--- src/uop_pkg.sv ---
package uop_pkg;

    // queue depth in micro-ops
    localparam int QUEUE_LEN     = 8;
    // lanes per fetch bundle
    localparam int DISPATCH_SIZE = 2;
    // micro-op count, 0 up to DISPATCH_SIZE
    localparam int CNT_W         = $clog2(DISPATCH_SIZE) + 1;
    // free slots and tail index, 0 up to QUEUE_LEN + 1
    localparam int SLOT_W        = $clog2(QUEUE_LEN) + 2;

    typedef logic [31:0] word_t;

    // supported rv32i major opcodes
    typedef enum logic [6:0] {
        OPC_OP     = 7'b0110011,
        OPC_OP_IMM = 7'b0010011,
        OPC_LOAD   = 7'b0000011,
        OPC_STORE  = 7'b0100011,
        OPC_BRANCH = 7'b1100011,
        OPC_LUI    = 7'b0110111,
        OPC_JAL    = 7'b1101111
    } opcode_t;

    // execute-side alu selects
    typedef enum logic [3:0] {
        ALU_ADD   = 4'd0,
        ALU_SUB   = 4'd1,
        ALU_AND   = 4'd2,
        ALU_OR    = 4'd3,
        ALU_XOR   = 4'd4,
        ALU_SLL   = 4'd5,
        ALU_SRL   = 4'd6,
        ALU_SRA   = 4'd7,
        ALU_SLT   = 4'd8,
        ALU_SLTU  = 4'd9,
        // operand b straight through, for lui
        ALU_PASSB = 4'd10
    } alu_op_t;

    // all-zero value is an invalid slot
    typedef struct packed {
        logic       valid;
        logic       illegal;
        word_t      pc;
        opcode_t    opcode;
        alu_op_t    alu_op;
        logic [4:0] rd;
        logic [4:0] rs1;
        logic [4:0] rs2;
        word_t      imm;
        logic       wen;
        logic       is_load;
        logic       is_store;
        logic       is_branch;
    } uop_t;

endpackage

--- src/rv_uop_decoder.sv ---
`timescale 1ns/10ps

module rv_uop_decoder import uop_pkg::*; (
    input  word_t instr,
    input  word_t pc,
    output uop_t  uop
);

    logic [2:0] funct3;
    logic       funct7_b5;
    logic [4:0] rd_f;
    logic [4:0] rs1_f;
    logic [4:0] rs2_f;
    word_t      imm_i;
    word_t      imm_s;
    word_t      imm_b;
    word_t      imm_u;
    word_t      imm_j;
    alu_op_t    alu_base;

    assign funct3    = instr[14:12];
    // sub and sra select, also bit 30 of the op-imm shifts
    assign funct7_b5 = instr[30];
    assign rd_f      = instr[11:7];
    assign rs1_f     = instr[19:15];
    assign rs2_f     = instr[24:20];

    // sign-extended immediates per format
    assign imm_i = {{20{instr[31]}}, instr[31:20]};
    assign imm_s = {{20{instr[31]}}, instr[31:25], instr[11:7]};
    assign imm_b = {{19{instr[31]}}, instr[31], instr[7], instr[30:25], instr[11:8], 1'b0};
    assign imm_u = {instr[31:12], 12'b0};
    assign imm_j = {{11{instr[31]}}, instr[31], instr[19:12], instr[20], instr[30:21], 1'b0};

    // funct3 map shared by op and op-imm
    always_comb begin
        case (funct3)
            3'b000:  alu_base = ALU_ADD;
            3'b001:  alu_base = ALU_SLL;
            3'b010:  alu_base = ALU_SLT;
            3'b011:  alu_base = ALU_SLTU;
            3'b100:  alu_base = ALU_XOR;
            3'b101:  alu_base = funct7_b5 ? ALU_SRA : ALU_SRL;
            3'b110:  alu_base = ALU_OR;
            default: alu_base = ALU_AND;
        endcase
    end

    // unused source fields stay zero so they never match a load rd
    always_comb begin
        uop        = '0;
        uop.valid  = 1'b1;
        uop.pc     = pc;
        uop.opcode = opcode_t'(instr[6:0]);
        case (instr[6:0])
            OPC_OP: begin
                uop.alu_op = (funct3 == 3'b000 && funct7_b5) ? ALU_SUB : alu_base;
                uop.rd     = rd_f;
                uop.rs1    = rs1_f;
                uop.rs2    = rs2_f;
                uop.wen    = 1'b1;
            end
            OPC_OP_IMM: begin
                uop.alu_op = alu_base;
                uop.rd     = rd_f;
                uop.rs1    = rs1_f;
                uop.imm    = imm_i;
                uop.wen    = 1'b1;
            end
            OPC_LOAD: begin
                // address add
                uop.rd      = rd_f;
                uop.rs1     = rs1_f;
                uop.imm     = imm_i;
                uop.wen     = 1'b1;
                uop.is_load = 1'b1;
            end
            OPC_STORE: begin
                uop.rs1      = rs1_f;
                uop.rs2      = rs2_f;
                uop.imm      = imm_s;
                uop.is_store = 1'b1;
            end
            OPC_BRANCH: begin
                // beq/bne subtract, blt/bge signed, bltu/bgeu unsigned
                case (funct3[2:1])
                    2'b10:   uop.alu_op = ALU_SLT;
                    2'b11:   uop.alu_op = ALU_SLTU;
                    default: uop.alu_op = ALU_SUB;
                endcase
                uop.rs1       = rs1_f;
                uop.rs2       = rs2_f;
                uop.imm       = imm_b;
                uop.is_branch = 1'b1;
            end
            OPC_LUI: begin
                uop.alu_op = ALU_PASSB;
                uop.rd     = rd_f;
                uop.imm    = imm_u;
                uop.wen    = 1'b1;
            end
            OPC_JAL: begin
                uop.rd  = rd_f;
                uop.imm = imm_j;
                uop.wen = 1'b1;
            end
            default: begin
                // no write, no imm, still flows through the queue
                uop.illegal = 1'b1;
            end
        endcase
        // writes to x0 are dropped
        if (uop.rd == 5'd0) begin
            uop.wen = 1'b0;
        end
    end

endmodule

--- src/decode_bundle.sv ---
`timescale 1ns/10ps

module decode_bundle import uop_pkg::*; (
    input  logic [DISPATCH_SIZE-1:0]  fetch_valid,
    input  word_t [DISPATCH_SIZE-1:0] fetch_instr,
    input  word_t                     fetch_pc,
    input  logic [SLOT_W-1:0]         num_free_slots,
    output uop_t [DISPATCH_SIZE-1:0]  ctrls,
    output logic [CNT_W-1:0]          num_uops,
    output logic                      store,
    output logic                      fetch_ready
);

    word_t [DISPATCH_SIZE-1:0] lane_pc;
    uop_t  [DISPATCH_SIZE-1:0] lane_uop;

    // one decoder per lane, lane n sits at pc + 4n
    for (genvar ln = 0; ln < DISPATCH_SIZE; ln++) begin : g_lane
        assign lane_pc[ln] = fetch_pc + word_t'(4 * ln);

        rv_uop_decoder i_rv_uop_decoder (
            .instr (fetch_instr[ln]),
            .pc    (lane_pc[ln]),
            .uop   (lane_uop[ln])
        );
    end

    // pack valid lanes down to index 0, count as we go
    always_comb begin
        ctrls    = '0;
        num_uops = '0;
        for (int i = 0; i < DISPATCH_SIZE; i++) begin
            if (fetch_valid[i]) begin
                ctrls[num_uops] = lane_uop[i];
                num_uops        = num_uops + 1'b1;
            end
        end
    end

    // whole bundle or nothing
    assign fetch_ready = {{(SLOT_W - CNT_W){1'b0}}, num_uops} <= num_free_slots;
    // empty bundles never store
    assign store       = fetch_ready && (|fetch_valid);

endmodule

--- src/decode_queue.sv ---
`timescale 1ns/10ps

module decode_queue import uop_pkg::*; (
    input  logic                     CLK,
    input  logic                     nRST,
    input  uop_t [DISPATCH_SIZE-1:0] ctrls,
    input  logic                     store,
    input  logic                     stall_queue,
    input  logic                     flush_queue,
    input  logic [CNT_W-1:0]         num_uops,
    output logic [SLOT_W-1:0]        num_free_slots,
    output uop_t                     uop0
);

    // count of occupied slots, 0 is empty
    logic [SLOT_W-1:0] tail_idx;
    logic [SLOT_W-1:0] nxt_tail_idx;
    // occupancy left once this cycle's pop is done
    logic [SLOT_W-1:0] base_idx;
    // offset of a slot behind base_idx into ctrls
    int                slot_off;

    // slot 1 is the head, numbering from 1 keeps tail - 1 non-negative
    uop_t [QUEUE_LEN:1] queue_data;
    uop_t [QUEUE_LEN:1] nxt_queue_data;

    assign uop0 = queue_data[1];

    // head leaves unless stalled or nothing is there
    assign base_idx = (stall_queue || tail_idx == '0) ? tail_idx : tail_idx - 1'b1;

    // free count covers the departing head
    assign num_free_slots = SLOT_W'(QUEUE_LEN) - base_idx;

    always_comb begin
        nxt_queue_data = queue_data;
        slot_off       = 0;

        // pop, shift toward the head and pull in an empty slot
        if (!stall_queue) begin
            for (int i = 1; i < QUEUE_LEN; i++) begin
                nxt_queue_data[i] = queue_data[i + 1];
            end
            nxt_queue_data[QUEUE_LEN] = '0;
        end

        // append the new micro-ops right behind what remains
        if (store) begin
            for (int i = 1; i <= QUEUE_LEN; i++) begin
                slot_off = i - int'(base_idx) - 1;
                if (slot_off >= 0 && slot_off < int'(num_uops)) begin
                    nxt_queue_data[i] = ctrls[slot_off];
                end
            end
        end

        // flush wins over pop and store
        if (flush_queue) begin
            nxt_queue_data = '0;
        end
    end

    always_comb begin
        if (flush_queue) begin
            nxt_tail_idx = '0;
        end else if (store) begin
            nxt_tail_idx = base_idx + {{(SLOT_W - CNT_W){1'b0}}, num_uops};
        end else begin
            nxt_tail_idx = base_idx;
        end
    end

    always_ff @(posedge CLK, negedge nRST) begin
        if (!nRST) begin
            tail_idx <= '0;
        end else begin
            tail_idx <= nxt_tail_idx;
        end
    end

    // entries start as invalid micro-ops
    always_ff @(posedge CLK, negedge nRST) begin
        if (!nRST) begin
            queue_data <= '0;
        end else begin
            queue_data <= nxt_queue_data;
        end
    end

endmodule

--- src/issue_gate.sv ---
`timescale 1ns/10ps

module issue_gate import uop_pkg::*; (
    input  logic CLK,
    input  logic nRST,
    input  uop_t uop0,
    input  logic ex_busy,
    input  logic flush,
    output logic stall_queue,
    output logic issue_valid,
    output uop_t issue_uop
);

    // rd of the load issued last cycle, zero when none
    logic [4:0] load_rd;
    logic [4:0] nxt_load_rd;
    logic       hazard;

    // head reads what the load has not returned yet
    assign hazard = (load_rd != 5'd0) &&
                    ((uop0.rs1 == load_rd) || (uop0.rs2 == load_rd));

    // an empty head never stalls
    assign stall_queue = uop0.valid && (ex_busy || hazard);
    assign issue_valid = uop0.valid && !stall_queue;
    assign issue_uop   = uop0;

    // held for one cycle only, so the hazard stall is one cycle
    always_comb begin
        if (flush) begin
            nxt_load_rd = '0;
        end else if (issue_valid && uop0.is_load && uop0.wen) begin
            nxt_load_rd = uop0.rd;
        end else begin
            nxt_load_rd = '0;
        end
    end

    always_ff @(posedge CLK, negedge nRST) begin
        if (!nRST) begin
            load_rd <= '0;
        end else begin
            load_rd <= nxt_load_rd;
        end
    end

endmodule

--- src/decode_front_top.sv ---
`timescale 1ns/10ps

module decode_front_top import uop_pkg::*; (
    input  logic                      CLK,
    input  logic                      nRST,
    input  logic [DISPATCH_SIZE-1:0]  fetch_valid,
    input  word_t [DISPATCH_SIZE-1:0] fetch_instr,
    input  word_t                     fetch_pc,
    input  logic                      flush,
    input  logic                      ex_busy,
    output logic                      fetch_ready,
    output logic                      issue_valid,
    output uop_t                      issue_uop
);

    // bundle to queue
    uop_t [DISPATCH_SIZE-1:0] ctrls;
    logic [CNT_W-1:0]         num_uops;
    logic                     store;
    logic [SLOT_W-1:0]        num_free_slots;
    // queue to issue gate and back
    uop_t                     uop0;
    logic                     stall_queue;

    decode_bundle i_decode_bundle (
        .fetch_valid    (fetch_valid),
        .fetch_instr    (fetch_instr),
        .fetch_pc       (fetch_pc),
        .num_free_slots (num_free_slots),
        .ctrls          (ctrls),
        .num_uops       (num_uops),
        .store          (store),
        .fetch_ready    (fetch_ready)
    );

    decode_queue i_decode_queue (
        .CLK            (CLK),
        .nRST           (nRST),
        .ctrls          (ctrls),
        .store          (store),
        .stall_queue    (stall_queue),
        .flush_queue    (flush),
        .num_uops       (num_uops),
        .num_free_slots (num_free_slots),
        .uop0           (uop0)
    );

    issue_gate i_issue_gate (
        .CLK         (CLK),
        .nRST        (nRST),
        .uop0        (uop0),
        .ex_busy     (ex_busy),
        .flush       (flush),
        .stall_queue (stall_queue),
        .issue_valid (issue_valid),
        .issue_uop   (issue_uop)
    );

endmodule

--- config.mk ---
export PLATFORM = sky130hd
export DESIGN_NAME = decode_front_top
export DESIGN_NICKNAME = d
export VERILOG_FILES = /design/src/uop_pkg.sv /design/src/rv_uop_decoder.sv /design/src/decode_bundle.sv /design/src/decode_queue.sv /design/src/issue_gate.sv /design/src/decode_front_top.sv
export SDC_FILE = /design/constraint.sdc
export NUM_CORES = 2
export LEC_CHECK = 0
export BUFFER_PORTS_ARGS = -buffer_cell sky130_fd_sc_hd__buf_2
export CAP_MARGIN = 20
export CORE_ASPECT_RATIO = 0.75
export CORE_MARGIN = 4
export CORE_UTILIZATION = 42
export CTS_CLUSTER_DIAMETER = 200
export DETAILED_ROUTE_END_ITERATION = 8
export GPL_TIMING_DRIVEN = 0
export PLACE_DENSITY = 0.68
export RECOVER_POWER = 100
export SLEW_MARGIN = 20
export SYNTH_ARGS = -nofsm -noshare
export SYNTH_HDL_FRONTEND = slang
export SYNTH_SLANG_ARGS = --single-unit
--- constraint.sdc ---
create_clock -name CLK -period 7.2 [get_ports CLK]
set_input_delay 1.44 -clock CLK [delete_from_list [all_inputs] [get_ports CLK]]
set_output_delay 1.44 -clock CLK [all_outputs]
set_load 0.01 [all_outputs]
* Word level (Yosys, flattened, before mapping)
Cells that the tools add are included.
Cells by class: reductions and logical operators 38, mux-type cells 77, add/subtract/negate cells 21, $lt $le $gt $ge 27, eq/ne operators 32
Operators by type and width (count):
- 96-bit 2-to-1 mux | 34
- 768-bit 2-to-1 mux | 3
- 32-bit case mux with 5 select lines | 2
- 32-bit by 1-bit greater-or-equal comparator with 1-bit output (second input constant) | 8
- 32-bit by 3-bit < comparator with 1-bit output | 8
- 32-bit by 3-bit < comparator with 1-bit output (second input constant) | 8
- 32-bit by 2-bit subtractor with 32-bit output (second input constant) | 8
- 192-bit bitwise mux | 1
- 192-bit 2-to-1 mux | 1
- 96-bit demux with 1-bit select | 1
- 4-bit case mux with 7 select lines | 2
- 5-bit 2-to-1 mux | 11
- 7-bit by 6-bit == test with 1-bit output (second input constant) | 6
- 32-bit by 3-bit adder with 32-bit output (second input constant) | 1
- 4-bit case mux with 4 select lines | 2
- 7-bit == test (second input constant) | 4
- 3-bit by 5-bit subtractor with 6-bit output (first input constant) | 4
- 5-bit OR reduction | 4
- 3-bit == test (second input constant) | 6
- 1-bit logical AND | 17
- 4-bit case mux with 2 select lines | 2
- 5-bit zero test | 3
- 1-bit 2-to-1 mux | 15
- 7-bit by 2-bit == test with 1-bit output (second input constant) | 2
- other kinds (24) | 42
Word-level totals: output and inout bits 98, logic and storage cells 301, bits of input ports 102, register bits after elaboration 778

* Logic depth before layout (Yosys ltp)
depth after elaboration 15, mapped depth 31

* By module
Synthesis repeated with hierarchy kept, for this count alone.
Unflattened totals: cell total of the unflattened synthesis 4917, area total of the unflattened synthesis 47604.4 µm²
Modules (own cells, without submodules):
- decode_queue | cells each 4146, times used 1, area an instance 42085.4 µm²
- decode_bundle | cells each 326, times used 1, area an instance 2277.2 µm²
- rv_uop_decoder | cells each 156, times used 2, area an instance 1087.3 µm²
- issue_gate | cells each 133, times used 1, area an instance 1067.3 µm²

* Worst setup path before layout
OpenSTA, ideal clock, no wires.
kind input to register, from in ex_busy, to reg i_decode_queue.queue_data[382] (netlist name), buffers on the path 10, setup time 0.154 ns, stages on the path 27, data required time 7.046 ns, setup slack -0.254 ns, data arrival time 7.301 ns, cell sequence clkbuf_1 a21oi_1 o22a_1 nand3_1 clkbuf_1 clkbuf_1 clkbuf_1 buf_1 clkbuf_1 ha_1 clkbuf_1 a21oi_1 a221o_1 nor3_1 nand3_1 ha_1 nor4bb_1 nand4_1 nor4_1 nand2_1 mux2i_1 nand3b_1 or3_1 buf_2 buf_4 buf_2 mux2i_1
RTL lines:
- start: declaration | line decode_front_top.sv:10 | input logic ex_busy,
- end signal: assignment | line decode_queue.sv:86 | queue_data <= nxt_queue_data;
- end: declaration | line decode_queue.sv:24 | uop_t [QUEUE_LEN:1] queue_data;

==> metrics.yaml <==
yosys:
  synth_top_cell_by_area: "dfrtp_1"
  synth.avg_cell_area_sq_um: 8.19
  ys_seq_area_share_pct: 39.7
  synth_cell_types: 88
  netlist_area_sq_um: 49000
  synth_top_area_share_pct: 39.7
  synth_cells: 5984
  async_flop_share_pct: 100
  syn-num-nets: 6182
  yosysWarnings: 0
  synth-main-ff-cell: "dfrtp_1"
  synth-edff-count: 0
  ys_top_cells_by_area: "dfrtp_1, nand2_1, mux2i_1"
  ys_ff_latch: 778
power_and_ir_drop:
  p_sw_w: 0.00695
  intPower_w: 0.00909
  max-vdd-ir-drop_mv: 0.266
  swShare_pct: 43.3
  combPwrFrac_pct: 42.8
  p_leak_nw: 26.2
  p_per_area_nw_per_um2: 289
  power.clock.fraction_pct: 29.7
  power_frac_seq_pct: 27.4
run:
  drv_cap: 3
clock_network:
  cts.htree.levels: 3
  holdBufCountCts: 0
  cts_tree: "done"
  clkSinkCount: 778
  path_clk_slew_ns: 0.06
  clk_latency_ns: 0.73
  numCtsBuffers: 84
  root_buffer: "clkbuf_16"
  cts.path.max_buffers: 3
critical_path:
  startpoint_type: "primary input"
  worstPathArrival_ns: 8.02
  rrSetupSlack_ns: 0.06
  cp_max_fo: 11
  cp.required_ns: 7.82
  worst-setup-path-type: "primary input to flip-flop"
  cp-end-kind: "flip-flop"
final_layout:
  finalNetCount: 6476
  mostFrequentLayoutCell: "nand2_1"
  drive_above_1_share_pct: 12.1
  area_delta_synth_final_pct: 13.3
  mostFrequentLayoutCells: "nand2_1, dfrtp_1, mux2i_1"
  final_area_sq_um: 55500
  seq_area_sq_um: 19500
  n_fill_cell: 11300
  multi_input_area_sq_um: 27000
sta:
  worst_slew_pin_slew_ns: 3.11
  max_slew_margin_pct: -108
  setup_violations: 41
  finalMaxSlewViolations: 260
  max_freq_mhz: 135
  rsz0062_at_grt: "false"
  finalClockSkew_ns: 0.0511
  setup_tns_ns: -3.48
  fin_crit_ns: 7.39
  timing.final.crit_share_pct: 103
  hold_violations: 0
  holdWs_ns: 0.525
  fin_ws_ns: -0.193
placed_design:
  io_buffers: 186
  dpl-instance-area_sq_um: 52300
  hpwl_mm: 162
  place.gp.congestion: 1.03
detailed_routing:
  wire_per_inst_um: 27.7
  drt_first_pass_iters: 9
  postRouteAntennaNets: 0
  via_per_inst: 6.15
  dr_total_vias: 48700
  drt_iter0_drc: 6619
  drc: 0
  drt-total-wl_mm: 219
worst_hold_path:
  hold_class: "flip-flop to flip-flop"
global_routing:
  grt-ovfl-total: 0
  grt_usage_pct: 34.4
  grt_pass1_vias: 45300
  grt_antenna_before_repair: 31
  met3_usage_pct: 13.7
  grt.busiest_layer: "met2"
  grt_start_max_net_pins: 130
  grt_pass1_wl_mm: 312
  use_met1_pct: 46.6
  grt_use_met2_pct: 47.8
floorplan:
  die_width_um: 402
  die_y_um: 304
  start_util_pct: 42.4
  core_area_sq_um: 116000
  rows: 108
  dieArea_sq_um: 122000
  pin_count: 200
run_status:
  status: "complete, but fails checks"
  violations: "capacitance limit, slew limit, setup timing"
==> flip-flops by register name, summed over array words and instances (netlist names) <==
name	cells
i_decode_queue.queue_data	672
i_decode_queue.uop0	96
i_decode_queue.tail_idx	5
i_issue_gate.load_rd	5
==> path summary, 6_finish.rpt <==
path	startpoint	to	cells after the start
worst max-delay path	fetch_valid[0]	i_decode_queue.queue_data[663]$_DFF_PN0_	18
worst min-delay path	i_decode_queue.queue_data[697]$_DFF_PN0_	i_decode_queue.queue_data[697]$_DFF_PN0_	2
worst max register to register	i_decode_queue.tail_idx[1]$_DFF_PN0_	i_decode_queue.queue_data[663]$_DFF_PN0_	22
worst min register to register	i_decode_queue.queue_data[697]$_DFF_PN0_	i_decode_queue.queue_data[697]$_DFF_PN0_	2
max in group asynchronous	nRST	i_decode_queue.queue_data[112]$_DFF_PN0_	5
min in group asynchronous	nRST	i_decode_queue.tail_idx[3]$_DFF_PN0_	1
==> area by class of cell <==
| cell class | count | area share, % |
|---|---|---|
| clock buffer | 124 | 4.51 |
| buffer | 577 | 5.08 |
| timing repair buffer | 215 | 2.10 |
| tap | 1540 | 3.47 |
| clock inverter | 33 | 0.834 |
| antenna | 24 | 0.108 |
| multi-input combinational | 4586 | 48.6 |
| inverter | 36 | 0.252 |
| sequential | 778 | 35.1 |
==> timing repair <==
action                     4_1_cts  5_1_grt
buffers inserted                 9        3
pin swaps                        5        2
setup endpoints to repair      774      637
resized for setup               70       43
==> power groups by stage <==
stage,Clock (W),Combinational (W),Sequential (W)
CTS,0.00476,0.00647,0.00439
detailed placement,0,0.00626,0.00447
global placement,0,0.00607,0.00448
global route,0.00495,0.00720,0.00440
floorplan,0,0.00388,0.00447
finish,0.00477,0.00687,0.00440
==> metrics by stage <==
step	utilization (%)	std cells	setup WS, ns	power, W
2_1_floorplan	-	5984	0.0787	0.00835
3_3_place_gp	44.8	7710	-13.00	0.0105
3_5_place_dp	45.2	7726	-2.90	0.0107
4_1_cts	48.0	7886	0.00977	0.0156
5_1_grt	48.0	7898	0.00753	0.0165
6_report	48.0	7913	-0.193	0.0160
==> critical path, stage by stage <==
cell	delay (ns)
buf_2	0.23
inv_1	0.43
clkbuf_1	0.48
clkbuf_1	0.69
clkbuf_1	0.61
ha_1	0.47
inv_1	0.10
ha_1	0.14
inv_1	0.04
a21oi_1	0.14
a21oi_1	0.09
nor3b_2	0.18
o21a_1	0.20
nor3_2	0.37
nand4_1	0.94
buf_2	0.69
clkbuf_2	0.43
mux2i_1	0.27
==> logic make-up (layout without fill, tap and decap cells) <==
| logic type | Yosys count | after routing | share of synthesized area, % |
|---|---|---|---|
| and+or+nand+nor | 2729 | 2729 | 23.4 |
| AOI/OAI and AO/OA | 1076 | 1076 | 14.4 |
| DFF | 778 | 778 | 39.7 |
| muxes | 631 | 631 | 13.2 |
| buffers and inverters | 620 | 985 | 5.76 |
| adders and majority gates | 96 | 96 | 2.47 |
| xor gates and xnor gates | 54 | 54 | 0.994 |
| other | 0 | 24 | 0 |
==> per-layer routing <==
| metal | vias up | part of all wire (%) |
|---|---|---|
| met5 | - | 0.048 |
| met4 | 14 | 5.3 |
| met3 | 648 | 14 |
| met2 | 3354 | 40 |
| met1 | 23700 | 40 |
| li1 | 20900 | - |
==> Yosys cell counts (28+ instances only) <==
cell type / count
a211oi_1: 201
a21o_1: 55
a21oi_1: 349
a22o_1: 39
a22oi_1: 30
a31o_2: 41
a41o_1: 37
and2_1: 103
and3_1: 43
buf_1: 28
buf_2: 49
buf_4: 102
clkbuf_1: 398
dfrtp_1: 778
ha_1: 95
inv_1: 29
mux2_1: 37
mux2_2: 84
mux2i_1: 510
nand2_1: 2026
nand3_1: 100
nor2_1: 209
nor3_1: 40
o211ai_1: 33
o21ai_0: 181
or2_2: 68
xnor2_1: 32
No activity file was read; power rests on OpenSTA's default activity.
